### src/verilog/line_buffer_consts.svh
// **************************************************
// Bicubic line buffer constants
// **************************************************
`ifndef LINE_BUFFER_CONSTS_SVH
`define LINE_BUFFER_CONSTS_SVH

// Image geometry, kept small for short simulations
`define LB_IMAGE_WIDTH 16
`define LB_IMAGE_HEIGHT 6

// Bits per pixel
`define LB_PIXEL_WIDTH 8

// Ring of line memories
`define LB_NUM_LINES 5

// Vertical upscale, each row group is sent this many times
`define LB_REPEAT 4

// Read latency of one line memory in cycles
`define LB_RAM_LATENCY 1

`endif
### src/verilog/line_buffer_pkg.sv
// **************************************************
// Bicubic line buffer types
// **************************************************
`include "line_buffer_consts.svh"

package line_buffer_pkg;

    // One pixel
    typedef logic [`LB_PIXEL_WIDTH-1:0] pixel_t;

    // Column index within a line
    typedef logic [$clog2(`LB_IMAGE_WIDTH)-1:0] col_t;

    // Row group index, frame has height plus one groups
    typedef logic [$clog2(`LB_IMAGE_HEIGHT+1)-1:0] row_t;

    // Repeat index
    typedef logic [1:0] rep_t;

    // Buffered line count
    typedef logic [2:0] fill_t;

    // One-hot memory selection
    typedef logic [`LB_NUM_LINES-1:0] line_sel_t;

    // Four vertical taps, index 0 is the oldest row
    typedef pixel_t [3:0] tap_vec_t;

    // Edge padding codes
    typedef enum logic [2:0] {
        PAD_NONE,
        PAD_TOP0,
        PAD_TOP1,
        PAD_BOT1,
        PAD_BOT0
    } pad_e;

    // Read side FSM
    typedef enum logic {
        RD_IDLE,
        RD_STREAM
    } rd_state_e;

endpackage

### src/verilog/ring_sync_if.sv
// **************************************************
// Ring sync between write and read sides
// **************************************************
`timescale 1ns/1ps

interface ring_sync_if
    import line_buffer_pkg::*;
();

    // Lines buffered, relative to the newest tap of the read window
    fill_t     fill;

    // High for one row group after the last input row
    logic      padding;

    // Input acceptance
    logic      in_ready;

    // Oldest tap memory, next-state value for the store pipeline
    line_sel_t active_sel;

    // Last beat of the last repeat of a row group accepted
    logic      line_done;

    modport write (
        output fill,
        output padding,
        output in_ready,
        output active_sel,
        input  line_done
    );

    modport read (
        input  fill,
        input  padding,
        input  in_ready,
        input  active_sel,
        output line_done
    );

endinterface

### src/verilog/bicubic_line_buffer.sv
// **************************************************
// Bicubic line buffer top
// **************************************************
`timescale 1ns/1ps
`include "line_buffer_consts.svh"

module bicubic_line_buffer
    import line_buffer_pkg::*;
(
    input  logic                       clk,
    input  logic                       aresetn,
    input  logic [`LB_PIXEL_WIDTH-1:0] pixel_in,
    input  logic                       pixel_in_valid,
    input  logic                       pixel_in_start_of_frame,
    input  logic                       pixel_in_end_of_line,
    output logic                       buffer_ready,
    input  logic                       pipeline_ready,
    output logic                       pixel_out_valid,
    output logic                       pixel_out_start_of_frame,
    output logic [`LB_PIXEL_WIDTH-1:0] pixel_line0,
    output logic [`LB_PIXEL_WIDTH-1:0] pixel_line1,
    output logic [`LB_PIXEL_WIDTH-1:0] pixel_line2,
    output logic [`LB_PIXEL_WIDTH-1:0] pixel_line3
);

    ring_sync_if sync ();

    col_t      wr_col;
    line_sel_t wr_sel;
    col_t      rd_col;
    pad_e      pad;
    tap_vec_t  taps_raw;
    tap_vec_t  taps_pad;

    line_write_ctrl u_write (
        .clk                  (clk),
        .aresetn              (aresetn),
        .pixel_in_valid       (pixel_in_valid),
        .pixel_in_end_of_line (pixel_in_end_of_line),
        .sync                 (sync.write),
        .wr_col               (wr_col),
        .wr_sel               (wr_sel)
    );

    line_read_ctrl u_read (
        .clk                      (clk),
        .aresetn                  (aresetn),
        .pipeline_ready           (pipeline_ready),
        .pixel_in_valid           (pixel_in_valid),
        .pixel_in_end_of_line     (pixel_in_end_of_line),
        .sync                     (sync.read),
        .rd_col                   (rd_col),
        .pad                      (pad),
        .pixel_out_valid          (pixel_out_valid),
        .pixel_out_start_of_frame (pixel_out_start_of_frame)
    );

    line_store u_store (
        .clk        (clk),
        .wr_col     (wr_col),
        .wr_sel     (wr_sel),
        .wr_data    (pixel_in),
        .rd_col     (rd_col),
        .active_sel (sync.active_sel),
        .taps       (taps_raw)
    );

    edge_pad_mux u_pad (
        .pad      (pad),
        .taps_in  (taps_raw),
        .taps_out (taps_pad)
    );

    assign buffer_ready = sync.in_ready;

    assign pixel_line0 = taps_pad[0];
    assign pixel_line1 = taps_pad[1];
    assign pixel_line2 = taps_pad[2];
    assign pixel_line3 = taps_pad[3];

    // Frame start only at the first column of a row
    a_sof_col0: assert property (@(posedge clk) disable iff (!aresetn)
        (pixel_in_valid && buffer_ready && pixel_in_start_of_frame) |-> (wr_col == '0));

endmodule

### src/verilog/edge_pad_mux.sv
// **************************************************
// Top and bottom edge padding
// **************************************************
`timescale 1ns/1ps

module edge_pad_mux
    import line_buffer_pkg::*;
(
    input  pad_e     pad,
    input  tap_vec_t taps_in,
    output tap_vec_t taps_out
);

    // Clamp of rows r-2 .. r+1 into the frame
    always_comb begin
        taps_out = taps_in;
        case (pad)
            // Rows -2 and -1 take row 0
            PAD_TOP0: begin
                taps_out[0] = taps_in[2];
                taps_out[1] = taps_in[2];
            end
            // Row -1 takes row 0
            PAD_TOP1: begin
                taps_out[0] = taps_in[1];
            end
            // Row H takes row H-1
            PAD_BOT1: begin
                taps_out[3] = taps_in[2];
            end
            // Rows H and H+1 take row H-1
            PAD_BOT0: begin
                taps_out[2] = taps_in[1];
                taps_out[3] = taps_in[1];
            end
            default: begin
                taps_out = taps_in;
            end
        endcase
    end

endmodule

### src/verilog/line_store.sv
// **************************************************
// Line memories and tap rotation
// **************************************************
`timescale 1ns/1ps
`include "line_buffer_consts.svh"

module line_store
    import line_buffer_pkg::*;
(
    input  logic      clk,
    input  col_t      wr_col,
    input  line_sel_t wr_sel,
    input  pixel_t    wr_data,
    input  col_t      rd_col,
    input  line_sel_t active_sel,
    output tap_vec_t  taps
);

    pixel_t    rd_word [`LB_NUM_LINES];
    line_sel_t sel_pipe [`LB_RAM_LATENCY];
    line_sel_t sel_q;

    // One simple dual-port memory per line
    for (genvar i = 0; i < `LB_NUM_LINES; i++) begin : g_line
        pixel_t ram [`LB_IMAGE_WIDTH];
        pixel_t rd_q;

        always_ff @(posedge clk) begin
            if (wr_sel[i]) begin
                ram[wr_col] <= wr_data;
            end
            // Registered read, one cycle latency
            rd_q <= ram[rd_col];
        end

        assign rd_word[i] = rd_q;
    end

    // Select follows the read data through the memory latency
    always_ff @(posedge clk) begin
        sel_pipe[0] <= active_sel;
        for (int s = 1; s < `LB_RAM_LATENCY; s++) begin
            sel_pipe[s] <= sel_pipe[s-1];
        end
    end

    assign sel_q = sel_pipe[`LB_RAM_LATENCY-1];

    // Oldest line first, taps walk up the ring
    always_comb begin
        taps = '0;
        for (int i = 0; i < `LB_NUM_LINES; i++) begin
            if (sel_q[i]) begin
                for (int k = 0; k < 4; k++) begin
                    taps[k] = rd_word[(i + k) % `LB_NUM_LINES];
                end
            end
        end
    end

endmodule

### src/verilog/line_read_ctrl.sv
// **************************************************
// Line buffer read controller
// **************************************************
`timescale 1ns/1ps
`include "line_buffer_consts.svh"

module line_read_ctrl
    import line_buffer_pkg::*;
(
    input  logic      clk,
    input  logic      aresetn,
    input  logic      pipeline_ready,
    input  logic      pixel_in_valid,
    input  logic      pixel_in_end_of_line,
    ring_sync_if.read sync,
    output col_t      rd_col,
    output pad_e      pad,
    output logic      pixel_out_valid,
    output logic      pixel_out_start_of_frame
);

    rd_state_e state_q;
    rd_state_e state_nxt;
    col_t      col_q;
    col_t      col_nxt;
    rep_t      rep_q;
    rep_t      rep_nxt;
    row_t      grp_q;
    row_t      grp_nxt;
    pad_e      pad_q;
    logic      beat_acc;
    logic      last_col;
    logic      last_rep;
    logic      last_grp;
    logic      eol_acc;
    int        fill_nxt;

    // Real rows still needed in the window for group g
    function automatic int lines_needed(input row_t g);
        if (g <= row_t'(`LB_IMAGE_HEIGHT - 2)) begin
            return 2;
        end else if (g == row_t'(`LB_IMAGE_HEIGHT - 1)) begin
            return 1;
        end
        return 0;
    endfunction

    // Edge code from the row group
    function automatic pad_e pad_code(input row_t g);
        if (g == row_t'(0)) begin
            return PAD_TOP0;
        end else if (g == row_t'(1)) begin
            return PAD_TOP1;
        end else if (g == row_t'(`LB_IMAGE_HEIGHT - 1)) begin
            return PAD_BOT1;
        end else if (g == row_t'(`LB_IMAGE_HEIGHT)) begin
            return PAD_BOT0;
        end
        return PAD_NONE;
    endfunction

    assign pixel_out_valid = (state_q == RD_STREAM);
    assign beat_acc        = pixel_out_valid & pipeline_ready;

    assign last_col = (col_q == col_t'(`LB_IMAGE_WIDTH - 1));
    assign last_rep = (rep_q == rep_t'(`LB_REPEAT - 1));
    assign last_grp = (grp_q == row_t'(`LB_IMAGE_HEIGHT));

    assign sync.line_done = beat_acc & last_col & last_rep;

    // Mirror of the write side fill update
    assign eol_acc  = pixel_in_valid & pixel_in_end_of_line & sync.in_ready;
    assign fill_nxt = int'(sync.fill) + int'(eol_acc) - int'(sync.line_done && !last_grp);

    // Next beat position, also the memory read address
    always_comb begin
        col_nxt = col_q;
        rep_nxt = rep_q;
        grp_nxt = grp_q;
        if (beat_acc) begin
            col_nxt = last_col ? '0 : col_q + 1'b1;
            if (last_col) begin
                rep_nxt = last_rep ? '0 : rep_q + 1'b1;
                if (last_rep) begin
                    grp_nxt = last_grp ? '0 : grp_q + 1'b1;
                end
            end
        end
    end

    assign rd_col = col_nxt;

    // Stream while the window holds every real row of the group
    always_comb begin
        state_nxt = state_q;
        case (state_q)
            RD_IDLE: begin
                if (fill_nxt >= lines_needed(grp_q)) begin
                    state_nxt = RD_STREAM;
                end
            end
            RD_STREAM: begin
                // Ring drained, wait for input
                if (sync.line_done && fill_nxt < lines_needed(grp_nxt)) begin
                    state_nxt = RD_IDLE;
                end
            end
            default: state_nxt = RD_IDLE;
        endcase
    end

    always_ff @(posedge clk, negedge aresetn) begin
        if (!aresetn) begin
            state_q <= RD_IDLE;
            col_q   <= '0;
            rep_q   <= '0;
            grp_q   <= '0;
            pad_q   <= PAD_TOP0;
        end else begin
            state_q <= state_nxt;
            col_q   <= col_nxt;
            rep_q   <= rep_nxt;
            grp_q   <= grp_nxt;
            // One cycle ahead so it matches the memory data
            pad_q   <= pad_code(grp_nxt);
        end
    end

    assign pad = pad_q;

    assign pixel_out_start_of_frame = pixel_out_valid & (grp_q == '0) &
                                      (rep_q == '0) & (col_q == '0);

    a_grp_range: assert property (@(posedge clk) disable iff (!aresetn)
        grp_q <= row_t'(`LB_IMAGE_HEIGHT));

    // Padding only ends at a line_done, so the read side has to be streaming
    a_pad_streams: assert property (@(posedge clk) disable iff (!aresetn)
        sync.padding |-> pixel_out_valid);

endmodule

### src/verilog/line_write_ctrl.sv
// **************************************************
// Line buffer write controller
// **************************************************
`timescale 1ns/1ps
`include "line_buffer_consts.svh"

module line_write_ctrl
    import line_buffer_pkg::*;
(
    input  logic       clk,
    input  logic       aresetn,
    input  logic       pixel_in_valid,
    input  logic       pixel_in_end_of_line,
    ring_sync_if.write sync,
    output col_t       wr_col,
    output line_sel_t  wr_sel
);

    col_t      col_q;
    row_t      in_row_q;
    row_t      done_grp_q;
    fill_t     fill_q;
    logic      padding_q;
    line_sel_t active_q;
    line_sel_t active_nxt;
    logic      accept;
    logic      eol_acc;
    logic      last_row;
    logic      wrap;
    logic      rotate;

    // Rotate a one-hot selection up by n memories
    function automatic line_sel_t rot_sel(input line_sel_t sel, input int unsigned n);
        line_sel_t r;
        r = sel;
        for (int unsigned i = 0; i < `LB_NUM_LINES; i++) begin
            if (i < n) begin
                r = {r[`LB_NUM_LINES-2:0], r[`LB_NUM_LINES-1]};
            end
        end
        return r;
    endfunction

    assign accept   = pixel_in_valid & sync.in_ready;
    assign eol_acc  = accept & pixel_in_end_of_line;
    assign last_row = (in_row_q == row_t'(`LB_IMAGE_HEIGHT - 1));

    // No rotation between the last group of a frame and group 0 of the next
    assign wrap   = (done_grp_q == row_t'(`LB_IMAGE_HEIGHT));
    assign rotate = sync.line_done & ~wrap;

    assign active_nxt = rotate ? rot_sel(active_q, 1) : active_q;

    // Full at three lines, or while padding
    assign sync.in_ready   = ~padding_q & (fill_q <= fill_t'(2));
    assign sync.fill       = fill_q;
    assign sync.padding    = padding_q;
    assign sync.active_sel = active_nxt;

    // Write slot sits fill+2 memories past the oldest tap
    assign wr_col = col_q;
    assign wr_sel = accept ? rot_sel(active_q, int'(fill_q) + 2) : '0;

    always_ff @(posedge clk, negedge aresetn) begin
        if (!aresetn) begin
            col_q    <= '0;
            in_row_q <= '0;
        end else if (accept) begin
            if (pixel_in_end_of_line) begin
                col_q <= '0;
                // Input rows wrap per frame
                in_row_q <= last_row ? '0 : in_row_q + 1'b1;
            end else begin
                col_q <= col_q + 1'b1;
            end
        end
    end

    // Row groups completed by the read side
    always_ff @(posedge clk, negedge aresetn) begin
        if (!aresetn) begin
            done_grp_q <= '0;
        end else if (sync.line_done) begin
            done_grp_q <= wrap ? '0 : done_grp_q + 1'b1;
        end
    end

    always_ff @(posedge clk, negedge aresetn) begin
        if (!aresetn) begin
            fill_q    <= '0;
            padding_q <= 1'b0;
            // Memory 0 holds the oldest tap
            active_q  <= line_sel_t'(1);
        end else begin
            active_q <= active_nxt;
            // New line in, window step out
            case ({eol_acc, rotate})
                2'b10:   fill_q <= fill_q + 1'b1;
                2'b01:   fill_q <= fill_q - 1'b1;
                default: fill_q <= fill_q;
            endcase
            // Padding covers one row group after the last row
            if (eol_acc && last_row) begin
                padding_q <= 1'b1;
            end else if (sync.line_done) begin
                padding_q <= 1'b0;
            end
        end
    end

    a_active_onehot: assert property (@(posedge clk) disable iff (!aresetn)
        $onehot(active_q));

    a_no_blocked_write: assert property (@(posedge clk) disable iff (!aresetn)
        (|wr_sel) |-> sync.in_ready);

    // A window step never takes more lines than are buffered
    a_fill_no_underflow: assert property (@(posedge clk) disable iff (!aresetn)
        rotate |-> (fill_q != fill_t'(0) || eol_acc));

endmodule

### config.mk
export PLATFORM = sky130hd
export DESIGN_NAME = bicubic_line_buffer
export DESIGN_NICKNAME = d
export VERILOG_FILES = /design/src/verilog/line_buffer_pkg.sv /design/src/verilog/ring_sync_if.sv /design/src/verilog/bicubic_line_buffer.sv /design/src/verilog/edge_pad_mux.sv /design/src/verilog/line_store.sv /design/src/verilog/line_read_ctrl.sv /design/src/verilog/line_write_ctrl.sv
export VERILOG_INCLUDE_DIRS = /design/src /design/src/verilog
export SDC_FILE = /design/constraint.sdc
export NUM_CORES = 1
export LEC_CHECK = 0
export BUFFER_PORTS_ARGS = -buffer_cell sky130_fd_sc_hd__buf_4
export CAP_MARGIN = 10
export CORE_ASPECT_RATIO = 2
export CORE_MARGIN = 3
export CORE_UTILIZATION = 45
export CTS_CLUSTER_DIAMETER = 40
export DETAILED_ROUTE_END_ITERATION = 8
export PLACE_DENSITY = 0.66
export SLEW_MARGIN = 20
export SYNTH_ARGS = -nofsm -noshare
export SYNTH_HDL_FRONTEND = slang
export SYNTH_SLANG_ARGS = --single-unit
### constraint.sdc
create_clock -name clk -period 5.3 [get_ports clk]
set_input_delay 0.795 -clock clk [delete_from_list [all_inputs] [get_ports clk]]
set_output_delay 0.795 -clock clk [all_outputs]
set_load 0.05 [all_outputs]
Yosys cells after proc, flatten, opt, wreduce, memory -nomap -nowiden --
Memory sizes are Yosys's and may differ from the RTL's. A register that Yosys moved wholly into a read port is not among the register bits. Index checks and enable logic that the tools add are counted.
Cells by class: add/subtract/negate cells 11, equality and inequality tests 15, magnitude comparators 10, reductions and logical operators 12, bitwise logic cells 15, mux-type cells 65
Operators by type and width (number):
- 2-to-1 mux 32 bit | 11
- less-than comparator 1 x 32 -> 1 bit (first input constant) | 2
- less-than comparator 2 x 32 -> 1 bit (first input constant) | 2
- 2-to-1 mux 5 bit | 7
- 2-to-1 mux 3 bit | 11
- greater-or-equal comparator 32 bit | 1
- less-than comparator 3 x 32 -> 1 bit (first input constant) | 1
- less-than comparator 32 bit | 1
- one-hot mux 8 bit (2 select lines) | 2
- subtractor 32 x 2 -> 32 bit | 1
- 2-to-1 mux 1 bit | 26
- == test 3 bit (second input constant) | 7
- 2-to-1 mux 8 bit | 2
- adder 3 x 1 -> 3 bit (second input constant) | 4
- AND 1 bit | 12
- 2-to-1 mux 4 bit | 3
- adder 4 x 1 -> 4 bit (second input constant) | 2
- == test 3 x 1 -> 1 bit (second input constant) | 2
- == test 3 x 2 -> 1 bit (second input constant) | 2
- <= comparator 3 bit (second input constant) | 2
- zero test 3 bit | 2
- one-hot mux 3 bit (2 select lines) | 1
- adder 3 x 1 -> 4 bit | 1
- adder 3 x 2 -> 4 bit (second input constant) | 1
- other kinds (15) | 22
Word-level totals: memories kept 6, output and inout bits 35, input port bits 14, register bits after elaboration 32, word-level logic and storage cells 145, RAM bits 645
Memories:
- u_store.g_line[0].ram | depth 16, width 8, rd ports 1, clocked after memory_dff 1, write ports 1, line line_store.sv:25 | pixel_t ram [`LB_IMAGE_WIDTH];
- u_store.g_line[1].ram | depth 16, width 8, rd ports 1, clocked after memory_dff 1, write ports 1, line line_store.sv:25
- u_store.g_line[2].ram | depth 16, width 8, rd ports 1, clocked after memory_dff 1, write ports 1, line line_store.sv:25
- u_store.g_line[3].ram | depth 16, width 8, rd ports 1, clocked after memory_dff 1, write ports 1, line line_store.sv:25
- u_store.g_line[4].ram | depth 16, width 8, rd ports 1, clocked after memory_dff 1, write ports 1, line line_store.sv:25
- u_store.sel_pipe | depth 1, width 5, rd ports 1, clocked after memory_dff 0, write ports 1, line line_store.sv:20 | line_sel_t sel_pipe [`LB_RAM_LATENCY];

Longest topological paths before layout --
word-level depth 15, mapped depth 16, gate-level depth less buffers 16

Hierarchy --
Synthesis repeated with hierarchy kept, for this count alone.
Second synthesis, totals: cell total of the unflattened synthesis 1691, area total of the unflattened synthesis 30155.2 um^2
Modules (own cells, without submodules):
- line_store | sequential area each 20119.3 um^2, area an instance 27133.5 um^2, times used 1, cells each 1360
- line_write_ctrl | sequential area each 476.7 um^2, area an instance 1139.8 um^2, times used 1, cells each 105
- line_read_ctrl | sequential area each 326.6 um^2, area an instance 1061.0 um^2, times used 1, cells each 118
- edge_pad_mux | sequential area each 0.0 um^2, area an instance 820.8 um^2, times used 1, cells each 108

Least setup slack after synthesis --
No wires, ideal clock.
kind reg-to-output, start memory u_store.sel_pipe[0][3] (netlist bit), end output port pixel_line2[7], path buffers 3, stages on the path, launching flop included 7, data required time 4505 ps, arrival time 2452 ps, slack 2053 ps, path through dfxtp_1 -> clkbuf_1 -> or2_1 -> clkbuf_1 -> clkbuf_1 -> o31a_1 -> o21ai_0
On the way: longest elaborated chain between the ends 4
Ends and longest elaborated chain:
- start, declared | line line_store.sv:20
- memory read (1 x 5 bit)
- 2-to-1 mux 32 bit (2 in series) | line line_store.sv:53 | if (sel_q[i]) begin
- 2-to-1 mux 8 bit | line edge_pad_mux.sv:17 | case (pad)
- end, declared | line bicubic_line_buffer.sv:22 | output logic [`LB_PIXEL_WIDTH-1:0] pixel_line2,
Every way passes these cells.

Worst setup path in the final report --
start register u_write.fill_q[1] (netlist: u_write.sync.fill[1]), end memory u_store.g_line[2].ram[13][6] (netlist bit), enable pin
On the way: longest elaborated chain between the ends 10, elaborated cells between the ends (all ways) 17, those cells by class add/sub: 1; order compare: 6; mux: 8; bitwise: 2
Ends and longest elaborated chain:
- start, declared | line line_write_ctrl.sv:22 | fill_t fill_q;
- start signal, assigned | line line_write_ctrl.sv:98 | 2'b10: fill_q <= fill_q + 1'b1;
- start signal, assigned | line line_write_ctrl.sv:99 | 2'b01: fill_q <= fill_q - 1'b1;
- start signal, assigned | line line_write_ctrl.sv:100 | default: fill_q <= fill_q;
- adder 3 x 2 -> 4 bit | line line_write_ctrl.sv:62 | assign wr_sel = accept ? rot_sel(active_q, int'(fill_q) + 2) : '0;
- less-than comparator 1 x 32 -> 1 bit | line line_write_ctrl.sv:37 | if (i < n) begin
- 2-to-1 mux 5 bit (5 in series) | line line_write_ctrl.sv:37
- 2-to-1 mux 5 bit (*) | line line_write_ctrl.sv:62
- 2-to-1 mux 1 bit (*) | line line_store.sv:29 | if (wr_sel[i]) begin
- 2-to-1 mux 1 bit (implied by the code) (*) | line line_store.sv:30 | ram[wr_col] <= wr_data;
- end, declared | line line_store.sv:25
Every way passes the cells marked *; elsewhere a longest branch is shown, timed or not.

==> metrics.md <==
| Metric | Value |
|---|---|
| Fillers | `~5,600` |
| Most frequent cells in the layout | `640 x edfxtp_1, 352 x nand2_1, 165 x a211oi_1, 163 x and3_1, 160 x a311oi_1` |
| Synthesis Warnings | `0` |
| Io pins | `49` |
| Largest net degree at the start of global routing | `roughly 160` |
| Family with the most delay on the worst path | `simple AND/OR/NAND/NOR gates` |
| EDFF count, synth | `640` |
| Area after DPL | `about 31,000 um2` |
| DRT Pass-1 Iters | `6` |
| Height of the die | `approximately 370 um` |
| Final number of max-transition violations | `0` |
| Remaining antenna violation count | `0` |
| Worst stage delay on the critical path | `between 0.9 and 1 ns` |
| Root Driver | `clkbuf_16` |
| Final WL | `about 80 mm` |
| Crit-path slowest cell | `nor2_1` |
| DR vias/cell | `just over 6` |
| Port Buf Inserts | `47` |
| CTS tree | `done` |
| RD Place Congestion | `0.888` |
| Main flop type after synthesis | `edfxtp_1` |
| CTS buffer count | `56` |
| Cts hold-fix bufs | `0` |
| First-pass GRT wire length | `~120 mm` |
| DRC violations left | `0` |
| Vias in the first global route | `approximately 19,000` |
| Synthesized cell area | `between 30,000 and 40,000 um2` |
| Gr usage total | `between 20% and 30%` |
| Resize count post-CTS | `0` |
| Postcts setup bufs | `0` |
| Unrepaired setup endpoints after global routing | `no` |
| Max Clock Skew | `~0.021 ns` |
| FF+latch area | `around 21,000 um2` |
| #FFs+latches synth | `roughly 720` |
| Status | `complete, no violations` |
| Iter 0 DRT Violations | `~1,800` |
| Clk buf depth | `3` |
| Sequential share of the synthesized area | `69.7%` |
| Worst EP required | `approximately 5.5 ns` |
| Power Density | `approximately 510 nW/um2` |
| Startpoint type of the worst setup path | `flip-flop` |
| Buf+Inv Stages, Crit Path | `1` |
| Final setup TNS | `0 ns` |
| DIE WIDTH | `~190 um` |
| Share of the synthesized area in the top cell type | `64.1%` |
| Commonest non-fill, non-tap cell in the layout | `edfxtp_1` |
| Cells after Synth | `about 2,200` |
| Max H-tree Level | `2` |
| Syn_nets | `2,283` |
| Post-layout util | `49.9%` |
| Hold WC Path Type | `in -> async` |
| Antenna cells | `0` |
| Crit-path cells | `ha_1 -> nor2b_1 -> a2111oi_4 -> buf_4 -> nand4_1 -> nor2_1` |
| Worst-skew pair later-pin latency | `~0.62 ns` |
| Post-synth ARST share | `4.46%` |
| Relative slew slack | `between 20% and 30%` |
| Distinct cells, synth | `61` |
| Drt wl/cell | `approximately 26 um` |
| Clock sink total | `a little over 700` |
| Pin slew with the least headroom to its limit | `1.07 ns` |
| Die area | `approximately 70,000 um2` |
| Number of nets in the layout | `2,247` |
| Crit Path Class | `reg -> reg` |
| Initial antenna violation count | `0` |
| Critical Path End Type | `flip-flop` |
| Core Area | `65,900 um2` |
| Worst Path Arrival | `~4.3 ns` |
| Setup violations, final | `0` |
| FMAX | `~0.25 GHz` |
| Avg Inst Size Synth | `approximately 13 um2` |
| Hold Fails Final Rpt | `0` |
| Fin area | `about 33,000 um2` |
| Top cells by area, synth | `edfxtp_1 64%, a311oi_1 4.7%, nand2_1 4.4%, a211oi_1 4.1%, and3_1 3.4%` |
| Layout cells sized above 1 | `under 10%` |
| Area delta synth->final | `9.60%` |
| Synth area leader | `edfxtp_1` |
| Post-DP HPWL | `about 50 mm` |
| Final Cycle Share | `around 76%` |
| Maxcap violations | `0` |
| Peak supply drop | `around 0.46 mV` |
| CTS clock-pin slew for the worst setup and hold paths | `0.07 ns` |
| Multi-input logic area | `just over 8000 um2` |
| Vias | `a little under 20,000` |
| FP Rows | `~130` |
| Total grt overflow | `0` |
| Leakage | `approximately 11 nW` |
| Initial Utilization | `45.5%` |
| Power, Total | `0.0167 W` |
| CP Max Fanout | `21` |
| Min cycle time layout | `~4.0 ns` |
[power by group]
group	internal, W	switching [W]	total, W
registers	0.00648	0.000415	0.00690
logic	0.00170	0.00407	0.00577
clock network	0.00210	0.00196	0.00407
[worst paths after layout]
kind	to	slack, ns	from	depth (start not counted)
worst max-delay path	u_store.g_line[2].ram[13][6]	1.25	u_write.sync.fill[1]	6
worst min-delay path	u_read.grp_q[0]	0.15	aresetn	1
worst max register to register	u_store.g_line[2].ram[13][6]	1.25	u_write.sync.fill[1]	6
worst min register to register	u_write.in_row_q[0]	0.51	u_write.in_row_q[0]	1
max in group asynchronous	u_write.active_q[0]	4.78	aresetn	1
min in group clk	u_write.wr_col[2]	0.50	pixel_in_end_of_line	2
[synth_stat cells (28+ instances only)]
library cell	count
nor2b_1	33
nor2_1	100
and3_1	163
clkbuf_1	126
buf_2	43
inv_1	37
o21ai_0	31
dfxtp_1	45
a211oi_1	165
dfrtp_1	30
or4_1	40
a21oi_1	31
edfxtp_1	640
nand2_1	352
a221oi_1	28
a311oi_1	160
[logic make-up (layout without fill, tap and decap cells)]
kind of cell | Yosys count | after routing | share of synthesized area [%]
muxes | 22 | 22 | 0.897
and+or+nand+nor | 736 | 736 | 11.7
AOI/OAI and AO/OA | 523 | 523 | 13.4
xor gates and xnor gates | 8 | 8 | 0.234
adders and majority gates | 21 | 21 | 0.901
DFF | 717 | 717 | 69.7
buffers and inverters | 221 | 230 | 3.08
[flip-flops by register name, indices dropped and copies added, names as in the netlist]
register                cells
u_write.sync.padding        1
u_read.pixel_out_valid      1
u_write.sync.fill           3
u_write.wr_col              4
u_read.col_q                4
u_store.g_line.rd_q        40
u_read.pad                  3
u_read.grp_q                3
u_write.in_row_q            3
u_write.active_q            5
u_store.g_line.ram        640
u_read.rep_q                2
u_write.done_grp_q          3
u_store.sel_pipe            5
[final cells by class]
class / count / area share, %
sequential: 717 / 63.6
multi-input combinational: 1310 / 25.0
clock buffer: 72 / 4.54
tap: 877 / 3.34
timing repair buffer: 88 / 2.31
clock inverter: 31 / 0.715
inverter: 39 / 0.468
[metrics by stage]
step	setup slack (ns)	std cells	hold slack (ns)
after CTS	1.03	3134	0.132
after global placement	1.45	3031	0.490
after floorplan	2.05	2248	0.467
final	1.25	3134	0.146
after detailed placement	1.31	3031	0.497
after global routing	1.13	3134	0.169
[routing by layer]
layer  part of all wire, %  wire length [um]  GRT usage [%]  vias up
met5                     0                 0              0        -
met4                   7.5              6020           15.1        0
met3                   4.7              3820           1.91      247
met2                    54             43000           42.0      798
met1                    34             27500           24.4     9725
li1                      -                 -              -     8694
Power figures use the tool's default switching activity.
